[src/source/load_pkg.sv]
`default_nettype none

package load_pkg;

  // reservation station and CDB sizing
  localparam int RS_ENTRIES = 4;
  localparam int CDB_PORTS = 2;
  localparam int ROB_TAG_W = 4;
  localparam int RS_IDX_W = $clog2(RS_ENTRIES);

  // data and address word
  typedef logic [31:0] word_t;

  typedef logic [ROB_TAG_W-1:0] rob_tag_t;

  // entry index, wraps naturally for round robin
  typedef logic [RS_IDX_W-1:0] rs_idx_t;

  // funct3 field of a load
  typedef logic [2:0] load_kind_t;

  // RV32I load funct3 encodings
  localparam load_kind_t LD_B = 3'b000;
  localparam load_kind_t LD_H = 3'b001;
  localparam load_kind_t LD_W = 3'b010;
  localparam load_kind_t LD_BU = 3'b100;
  localparam load_kind_t LD_HU = 3'b101;

  // selector FSM
  typedef enum logic [1:0] {
    SEL_IDLE,
    SEL_ADDR,
    SEL_RESP,
    SEL_DRAIN
  } sel_state_t;

endpackage

`default_nettype wire

[src/source/rs_entry_if.sv]
`timescale 1ns/1ns
`default_nettype none

interface rs_entry_if
  import load_pkg::*;
();

  // allocation strobe and payload
  logic alloc;
  load_kind_t alloc_kind;
  word_t alloc_imm;
  rob_tag_t alloc_rob;
  logic alloc_base_ready;
  word_t alloc_base;
  rob_tag_t alloc_base_tag;

  // entry status
  logic busy;
  logic ready;
  load_kind_t kind;
  word_t imm;
  rob_tag_t rob;
  word_t base;

  // selector done with this entry
  logic pop;

  modport alloc_mp (
    output alloc, alloc_kind, alloc_imm, alloc_rob,
    output alloc_base_ready, alloc_base, alloc_base_tag,
    input busy
  );

  modport entry_mp (
    input alloc, alloc_kind, alloc_imm, alloc_rob,
    input alloc_base_ready, alloc_base, alloc_base_tag,
    input pop,
    output busy, ready, kind, imm, rob, base
  );

  modport select_mp (
    input busy, ready, kind, imm, rob, base,
    output pop
  );

endinterface

`default_nettype wire

[src/source/load_alloc.sv]
`timescale 1ns/1ns
`default_nettype none

module load_alloc
  import load_pkg::*;
(
  input logic clk,
  input logic rst_n,
  input logic issue_valid,
  output logic issue_ready,
  input load_kind_t issue_kind,
  input word_t issue_imm,
  input rob_tag_t issue_rob,
  input logic issue_base_ready,
  input word_t issue_base,
  input rob_tag_t issue_base_tag,
  rs_entry_if.alloc_mp ent [RS_ENTRIES]
);

  logic [RS_ENTRIES-1:0] free;
  logic [RS_ENTRIES-1:0] lowest_free;
  logic [RS_ENTRIES-1:0] grant;

  // gather busy flags, hand the payload only to the granted entry
  for (genvar g = 0; g < RS_ENTRIES; g++) begin : g_ent
    assign free[g] = !ent[g].busy;
    assign ent[g].alloc = grant[g];
    assign ent[g].alloc_kind = grant[g] ? issue_kind : '0;
    assign ent[g].alloc_imm = grant[g] ? issue_imm : '0;
    assign ent[g].alloc_rob = grant[g] ? issue_rob : '0;
    assign ent[g].alloc_base_ready = grant[g] & issue_base_ready;
    assign ent[g].alloc_base = grant[g] ? issue_base : '0;
    assign ent[g].alloc_base_tag = grant[g] ? issue_base_tag : '0;
  end

  // isolate lowest set bit of the free vector
  always_comb begin
    lowest_free = free & (~free + 1'b1);
  end

  always_comb begin
    issue_ready = |free;
    grant = issue_valid ? lowest_free : '0;
  end

  // at most one entry written per issue
  a_alloc_onehot: assert property (
    @(posedge clk) disable iff (!rst_n)
    $onehot0(grant)
  );

endmodule

`default_nettype wire

[src/source/load_rs_entry.sv]
`timescale 1ns/1ns
`default_nettype none

module load_rs_entry
  import load_pkg::*;
(
  input logic clk,
  input logic rst_n,
  input logic flush,
  input logic [CDB_PORTS-1:0] cdb_valid,
  input rob_tag_t [CDB_PORTS-1:0] cdb_tag,
  input word_t [CDB_PORTS-1:0] cdb_data,
  rs_entry_if.entry_mp ent
);

  logic busy;
  logic ready;
  load_kind_t kind;
  word_t imm;
  rob_tag_t rob;
  word_t base;
  rob_tag_t wait_tag;

  rob_tag_t look_tag;
  logic cdb_hit;
  word_t cdb_val;

  // on alloc the incoming tag is compared, otherwise the stored one
  always_comb begin
    look_tag = ent.alloc ? ent.alloc_base_tag : wait_tag;
    cdb_hit = 1'b0;
    cdb_val = '0;
    for (int p = 0; p < CDB_PORTS; p++) begin
      if (cdb_valid[p] && cdb_tag[p] == look_tag) begin
        cdb_hit = 1'b1;
        cdb_val = cdb_data[p];
      end
    end
  end

  always_ff @(posedge clk) begin
    if (!rst_n || flush) begin
      busy <= 1'b0;
      ready <= 1'b0;
    end else if (ent.alloc) begin
      busy <= 1'b1;
      ready <= ent.alloc_base_ready || cdb_hit;
    end else if (ent.pop) begin
      busy <= 1'b0;
      ready <= 1'b0;
    end else if (busy && !ready && cdb_hit) begin
      // wake up
      ready <= 1'b1;
    end
  end

  always_ff @(posedge clk) begin
    if (ent.alloc) begin
      kind <= ent.alloc_kind;
      imm <= ent.alloc_imm;
      rob <= ent.alloc_rob;
      wait_tag <= ent.alloc_base_tag;
      base <= ent.alloc_base_ready ? ent.alloc_base : cdb_val;
    end else if (busy && !ready && cdb_hit) begin
      base <= cdb_val;
    end
  end

  assign ent.busy = busy;
  assign ent.ready = ready;
  assign ent.kind = kind;
  assign ent.imm = imm;
  assign ent.rob = rob;
  assign ent.base = base;

  // allocator must never pick an occupied entry
  a_no_alloc_busy: assert property (
    @(posedge clk) disable iff (!rst_n)
    ent.alloc |-> !busy
  );

  // selector only pops entries it found ready
  a_pop_ready: assert property (
    @(posedge clk) disable iff (!rst_n)
    ent.pop |-> ready
  );

endmodule

`default_nettype wire

[src/source/load_select_mem.sv]
`timescale 1ns/1ns
`default_nettype none

module load_select_mem
  import load_pkg::*;
(
  input logic clk,
  input logic rst_n,
  input logic flush,
  rs_entry_if.select_mp ent [RS_ENTRIES],
  output word_t araddr,
  output logic [2:0] arprot,
  output logic arvalid,
  input logic arready,
  input word_t rdata,
  input logic [1:0] rresp,
  input logic rvalid,
  output logic rready,
  output logic load_valid,
  output rob_tag_t load_rob,
  output word_t load_data,
  output logic load_err
);

  sel_state_t state;
  rs_idx_t rr_ptr;

  // load in flight
  rs_idx_t cur_idx;
  rob_tag_t cur_rob;
  load_kind_t cur_kind;
  logic [1:0] cur_off;

  logic [RS_ENTRIES-1:0] req;
  logic [RS_ENTRIES-1:0] pop_vec;
  load_kind_t kind_arr [RS_ENTRIES];
  word_t imm_arr [RS_ENTRIES];
  rob_tag_t rob_arr [RS_ENTRIES];
  word_t base_arr [RS_ENTRIES];

  logic pick_valid;
  rs_idx_t pick_idx;
  word_t pick_addr;
  logic r_done;
  logic [7:0] sel_byte;
  logic [15:0] sel_half;
  word_t ext_data;

  for (genvar g = 0; g < RS_ENTRIES; g++) begin : g_ent
    assign req[g] = ent[g].busy && ent[g].ready;
    assign kind_arr[g] = ent[g].kind;
    assign imm_arr[g] = ent[g].imm;
    assign rob_arr[g] = ent[g].rob;
    assign base_arr[g] = ent[g].base;
    assign ent[g].pop = pop_vec[g];
  end

  // round robin from rr_ptr, closest ready entry wins
  always_comb begin
    rs_idx_t idx;
    pick_valid = 1'b0;
    pick_idx = rr_ptr;
    for (int i = RS_ENTRIES - 1; i >= 0; i--) begin
      idx = rr_ptr + rs_idx_t'(i);
      if (req[idx]) begin
        pick_valid = 1'b1;
        pick_idx = idx;
      end
    end
    pick_addr = base_arr[pick_idx] + imm_arr[pick_idx];
  end

  assign arprot = 3'b000;
  assign rready = (state == SEL_RESP) || (state == SEL_DRAIN && !arvalid);
  assign r_done = (state == SEL_RESP) && rvalid;
  assign pop_vec = (r_done && !flush) ? (RS_ENTRIES'(1) << cur_idx) : '0;

  always_ff @(posedge clk) begin
    if (!rst_n) begin
      state <= SEL_IDLE;
      rr_ptr <= '0;
      arvalid <= 1'b0;
      load_valid <= 1'b0;
    end else begin
      load_valid <= 1'b0;
      case (state)
        SEL_IDLE: begin
          if (pick_valid && !flush) begin
            state <= SEL_ADDR;
            arvalid <= 1'b1;
          end
        end
        SEL_ADDR: begin
          if (arready) begin
            arvalid <= 1'b0;
            state <= flush ? SEL_DRAIN : SEL_RESP;
          end else if (flush) begin
            // keep the request up, AXI does not allow withdrawing it
            state <= SEL_DRAIN;
          end
        end
        SEL_RESP: begin
          if (rvalid) begin
            state <= SEL_IDLE;
            if (!flush) begin
              load_valid <= 1'b1;
              rr_ptr <= cur_idx + 1'b1;
            end
          end else if (flush) begin
            state <= SEL_DRAIN;
          end
        end
        SEL_DRAIN: begin
          if (arvalid && arready) begin
            arvalid <= 1'b0;
          end
          // response swallowed, no result
          if (!arvalid && rvalid) begin
            state <= SEL_IDLE;
          end
        end
        default: state <= SEL_IDLE;
      endcase
    end
  end

  // latch the chosen entry
  always_ff @(posedge clk) begin
    if (state == SEL_IDLE && pick_valid) begin
      cur_idx <= pick_idx;
      cur_rob <= rob_arr[pick_idx];
      cur_kind <= kind_arr[pick_idx];
      cur_off <= pick_addr[1:0];
      araddr <= {pick_addr[31:2], 2'b00};
    end
  end

  // byte / half lane select and extension
  always_comb begin
    sel_byte = rdata[{cur_off, 3'b000} +: 8];
    sel_half = rdata[{cur_off[1], 4'b0000} +: 16];
    case (cur_kind)
      LD_B: ext_data = {{24{sel_byte[7]}}, sel_byte};
      LD_BU: ext_data = {24'b0, sel_byte};
      LD_H: ext_data = {{16{sel_half[15]}}, sel_half};
      LD_HU: ext_data = {16'b0, sel_half};
      LD_W: ext_data = rdata;
      default: ext_data = rdata;
    endcase
  end

  always_ff @(posedge clk) begin
    if (r_done) begin
      load_rob <= cur_rob;
      load_data <= ext_data;
      load_err <= (rresp != 2'b00);
    end
  end

  a_araddr_stable: assert property (
    @(posedge clk) disable iff (!rst_n)
    (arvalid && !arready) |=> (arvalid && $stable(araddr))
  );

  a_result_single: assert property (
    @(posedge clk) disable iff (!rst_n)
    load_valid |=> !load_valid
  );

endmodule

`default_nettype wire

[src/source/load_unit.sv]
`timescale 1ns/1ns
`default_nettype none

module load_unit
  import load_pkg::*;
(
  input logic clk,
  input logic rst_n,
  input logic flush,

  // issue stage
  input logic issue_valid,
  output logic issue_ready,
  input load_kind_t issue_kind,
  input word_t issue_imm,
  input rob_tag_t issue_rob,
  input logic issue_base_ready,
  input word_t issue_base,
  input rob_tag_t issue_base_tag,

  // common data bus snoop
  input logic [CDB_PORTS-1:0] cdb_valid,
  input rob_tag_t [CDB_PORTS-1:0] cdb_tag,
  input word_t [CDB_PORTS-1:0] cdb_data,

  // AXI4-Lite read
  output word_t araddr,
  output logic [2:0] arprot,
  output logic arvalid,
  input logic arready,
  input word_t rdata,
  input logic [1:0] rresp,
  input logic rvalid,
  output logic rready,

  // result broadcast
  output logic load_valid,
  output rob_tag_t load_rob,
  output word_t load_data,
  output logic load_err
);

  rs_entry_if ent_if [RS_ENTRIES] ();

  load_alloc i_alloc (
    .clk(clk),
    .rst_n(rst_n),
    .issue_valid(issue_valid),
    .issue_ready(issue_ready),
    .issue_kind(issue_kind),
    .issue_imm(issue_imm),
    .issue_rob(issue_rob),
    .issue_base_ready(issue_base_ready),
    .issue_base(issue_base),
    .issue_base_tag(issue_base_tag),
    .ent(ent_if)
  );

  // reservation entries
  for (genvar g = 0; g < RS_ENTRIES; g++) begin : g_rs
    load_rs_entry i_entry (
      .clk(clk),
      .rst_n(rst_n),
      .flush(flush),
      .cdb_valid(cdb_valid),
      .cdb_tag(cdb_tag),
      .cdb_data(cdb_data),
      .ent(ent_if[g])
    );
  end

  load_select_mem i_select (
    .clk(clk),
    .rst_n(rst_n),
    .flush(flush),
    .ent(ent_if),
    .araddr(araddr),
    .arprot(arprot),
    .arvalid(arvalid),
    .arready(arready),
    .rdata(rdata),
    .rresp(rresp),
    .rvalid(rvalid),
    .rready(rready),
    .load_valid(load_valid),
    .load_rob(load_rob),
    .load_data(load_data),
    .load_err(load_err)
  );

endmodule

`default_nettype wire

[config.mk]
export PLATFORM = sky130hd
export DESIGN_NAME = load_unit
export DESIGN_NICKNAME = d
export VERILOG_FILES = /design/src/source/load_pkg.sv /design/src/source/rs_entry_if.sv /design/src/source/load_alloc.sv /design/src/source/load_rs_entry.sv /design/src/source/load_select_mem.sv /design/src/source/load_unit.sv
export SDC_FILE = /design/constraint.sdc
export NUM_CORES = 1
export LEC_CHECK = 0
export BUFFER_PORTS_ARGS = -buffer_cell sky130_fd_sc_hd__buf_4
export CAP_MARGIN = 20
export CORE_ASPECT_RATIO = 1.5
export CORE_MARGIN = 8
export CORE_UTILIZATION = 45
export DETAILED_ROUTE_END_ITERATION = 16
export PLACE_DENSITY = 0.75
export SETUP_SLACK_MARGIN = 0.4
export SYNTH_ARGS = -nofsm -noshare
export SYNTH_HDL_FRONTEND = slang
export SYNTH_SLANG_ARGS = --single-unit
[constraint.sdc]
create_clock -name clk -period 15.5 [get_ports clk]
set_input_delay 4.65 -clock clk [delete_from_list [all_inputs] [get_ports clk]]
set_output_delay 4.65 -clock clk [all_outputs]
set_load 0.05 [all_outputs]
==> summary.md <==
| Metric | Value |
|---|---|
| Leakage | `8.88 nW` |
| Post-synthesis mux area share | `10.4%` |
| First-pass GRT wire length | `86900 um` |
| Largest family of logic cells by synthesized area | `compound AO/OA/AOI/OAI gates` |
| Fraction of layout cells with a size suffix above 1 | `27.8%` |
| Grt total ovfl | `0` |
| Worst hold path type | `flop to flop` |
| Layout Skew | `between 0.02 and 0.025 ns` |
| Complex-gate fraction of the synthesized area | `14.2%` |
| CTS buffer count | `36` |
| Max Cap Viol | `0` |
| Antenna violations before repair | `11` |
| CP Capture Point | `g_rs[3].i_entry.ent.base[13]` |
| FF+latch count, synth | `392` |
| CTS hold repair buffers | `0` |
| Most frequent cells in the layout | `362 x edfxtp_1, 287 x buf_4, 152 x a21oi_1` |
| Hold WS | `0.413 ns` |
| Via density | `6.03` |
| Final Instance Count excl. Fillers | `roughly 2400` |
| Clk pin slew, worst setup/hold paths | `0.06 ns` |
| Worst-Skew Late Latency | `0.54 ns` |
| CTS resizes | `0` |
| Simple-Gate Fraction of Synth Area | `under 10%` |
| Worst setup EP type | `flop` |
| Part of the cycle the worst path needs | `46.3%` |
| Global Route Usage Sum | `a little over a fifth` |
| Sequential fraction of the synthesis area | `56.8%` |
| Startpoint types | `input port` |
| Met2 GRT Util | `38.3%` |
| Post-Synth Adder-Cell Area | `roughly 2.3%` |
| Cells after Synth | `1601` |
| CTS Sinks | `392` |
| Final hold violation count | `0` |
| Detailed Place HPWL | `39300 um` |
| Wire per inst | `~24 um` |
| Die ar. | `around 52000 um2` |
| Setup TNS | `0 ns` |
| CTS tree | `done` |
| Synth cell types | `80` |
| RePlAce Congestion | `just over 0.9` |
| Avg Inst Size Synth | `12.6 um2` |
| Root buffer cell | `clkbuf_16` |
| Wirelength, routed | `58300 um` |
| Placed cell count | `2365` |
| Port buffer count | `260` |
| TritonRoute pass-1 iters | `7` |
| WP data arrival | `7.33 ns` |
| Met1 Usage GRT | `24.9%` |
| Number of flops mapped to enable cells by yosys | `362` |
| PD cells | `roughly 100 nW/um2` |
| Worst Setup Path Type | `input port to flop` |
| Xor and xnor area share after synthesis | `2.95%` |
| Post-route DRC | `0` |
| # fillers | `3724` |
| Critical Path RT | `around 16 ns` |
| GR met3 Demand/Resource | `under 10%` |
| Core ar. | `44600 um2` |
| Worst reg2reg path depth | `15` |
| Max-slew violation count | `0` |
| Mapped cell area | `20200 um2` |
| Share of flip-flops with an asynchronous set or reset | `0%` |
| Initial Util | `between 40 and 50%` |
| Top FF cell, synth | `edfxtp_1` |
| Final setup violation count | `0` |
| FF-to-FF setup slack | `between 8 and 9 ns` |
| Reg-to-reg startpoint | `g_rs[1].i_entry.ent.busy` |
| Post-DRT Antenna Nets | `0` |
| Slew @ Worst Pin | `0.881 ns` |
| Worst r2r dst | `i_select.araddr[22]` |
| Drt first-iter violations | `1449` |
| DR vias | `14694` |
| Origin of the worst setup path | `issue_valid` |
| Vias in the first global route | `roughly 15000` |
| Post-layout min period | `7.17 ns` |
| # nets final | `2049` |
| RSZ-0062 raised after global routing | `no` |
| CTS H-tree lvls | `2` |
| Setup bufs post-CTS | `0` |
| Num rows | `95` |
| Synth Warn # | `0` |
| GRT Max-Usage Layer | `met2` |
| Pin count of the biggest net entering global routing | `59` |
| I/O pin count | `266` |
| Maximum net fanout on the critical path | `47` |
| Die W | `189 um` |
| Max_slew headroom | `around 40%` |
| IR Drop Worst-Case VDD | `approximately 0.065 mV` |
| Die span in y | `approximately 280 um` |
| Synth-to-layout area growth | `17.6%` |
| Max Fclk | `around 140 MHz` |
| Commonest non-fill, non-tap cell in the layout | `edfxtp_1` |
| Outcome | `finished, final reports clean` |
| Bufs on Longest Clock Path | `3` |
==> registers in the layout (all words and copies together), names as in the netlist, 2 cells and up <==
name                    count
g_rs.i_entry.ent.ready      4
i_select.state              2
i_select.cur_rob            4
g_rs.i_entry.ent.rob       16
i_select.cur_idx            2
g_rs.i_entry.ent.imm      128
i_select.cur_kind           3
i_select.load_data         32
g_rs.i_entry.wait_tag      16
g_rs.i_entry.ent.busy       4
g_rs.i_entry.ent.base     128
i_select.araddr            30
i_select.rr_ptr             2
g_rs.i_entry.ent.kind      12
i_select.load_rob           4
i_select.cur_off            2
==> how the worst min path moves through the flow <==
stage	cells after the start	to	slack (ns)	start
2_1_floorplan	0	i_select.load_rob[0]	0.40	i_select.cur_rob[0]
3_3_place_gp	0	i_select.load_rob[0]	0.40	i_select.cur_rob[0]
3_5_place_dp	0	i_select.load_rob[1]	0.40	i_select.cur_rob[1]
4_1_cts	0	i_select.load_rob[1]	0.42	i_select.cur_rob[1]
5_1_grt	0	i_select.load_rob[1]	0.42	i_select.cur_rob[1]
6_report	0	i_select.load_rob[1]	0.41	i_select.cur_rob[1]
==> worst max-delay path: stages <==
cell and delay, ns:
buf_4 0.14, nand4_1 0.10, or2_1 0.27, clkinv_4 0.48
mux2i_4 0.42, xnor2_1 0.21, o32ai_1 0.36, nand3b_1 0.11
nand2_1 0.08, buf_4 0.45
==> routing by layer <==
layer / routed length (um) / share of wire [%]
met2: 30100 / 52
met1: 20400 / 35
met3: 5180 / 8.9
met4: 2610 / 4.5
met5: 35 / 0.060
==> metrics by stage <==
stage / setup slack, ns / utilization [%] / instance area (um2) / power, mW
2_1_floorplan: 6.84 / - / 20200 / 1.41
3_3_place_gp: 7.77 / 50.7 / 22600 / 1.53
3_5_place_dp: 7.75 / 50.7 / 22600 / 1.54
4_1_cts: 8.29 / 53.2 / 23700 / 2.38
5_1_grt: 8.12 / 53.3 / 23700 / 2.45
6_report: 8.33 / 53.3 / 23700 / 2.37
==> cells by family (layout without fill, tap and decap cells) <==
kind of cell / after synthesis / in the layout
buf+inv: 146 / 387
simple gates: 417 / 417
mux: 120 / 120
compound gates: 421 / 421
xor+xnor: 68 / 68
other cells: 1 / 14
flops: 392 / 392
fa+ha+maj: 36 / 36
==> cell usage after synthesis, types with 34 or more instances <==
master    instances  area, um2
and3_1           38        238
a21oi_1         152        761
ha_1             35        438
mux2i_1          40        400
a22oi_1          35        263
nand3_1          45        225
clkbuf_1         54        203
xnor2_1          40        350
o21ai_0          51        255
edfxtp_1        362      10900
nand2_1         119        447
mux4_2           69       1550
nor2_1          146        548
inv_1            34        128
==> power breakdown <==
group | switching, mW | internal, mW | total [mW]
logic | 0.194 | 0.131 | 0.325
registers | 0.00741 | 1.19 | 1.20
clock network | 0.385 | 0.466 | 0.851
==> final cells by class <==
cell class	count	area, um2	share of cell area, %
multi-input combinational	1067	8100	34.1
tap	582	728	3.07
sequential	392	11500	48.3
inverter	37	145	0.611
clock inverter	21	174	0.732
antenna	9	22.5	0.0949
timing repair buffer	289	2180	9.18
clock buffer	40	926	3.90
No activity file was read; power rests on OpenSTA's default activity.
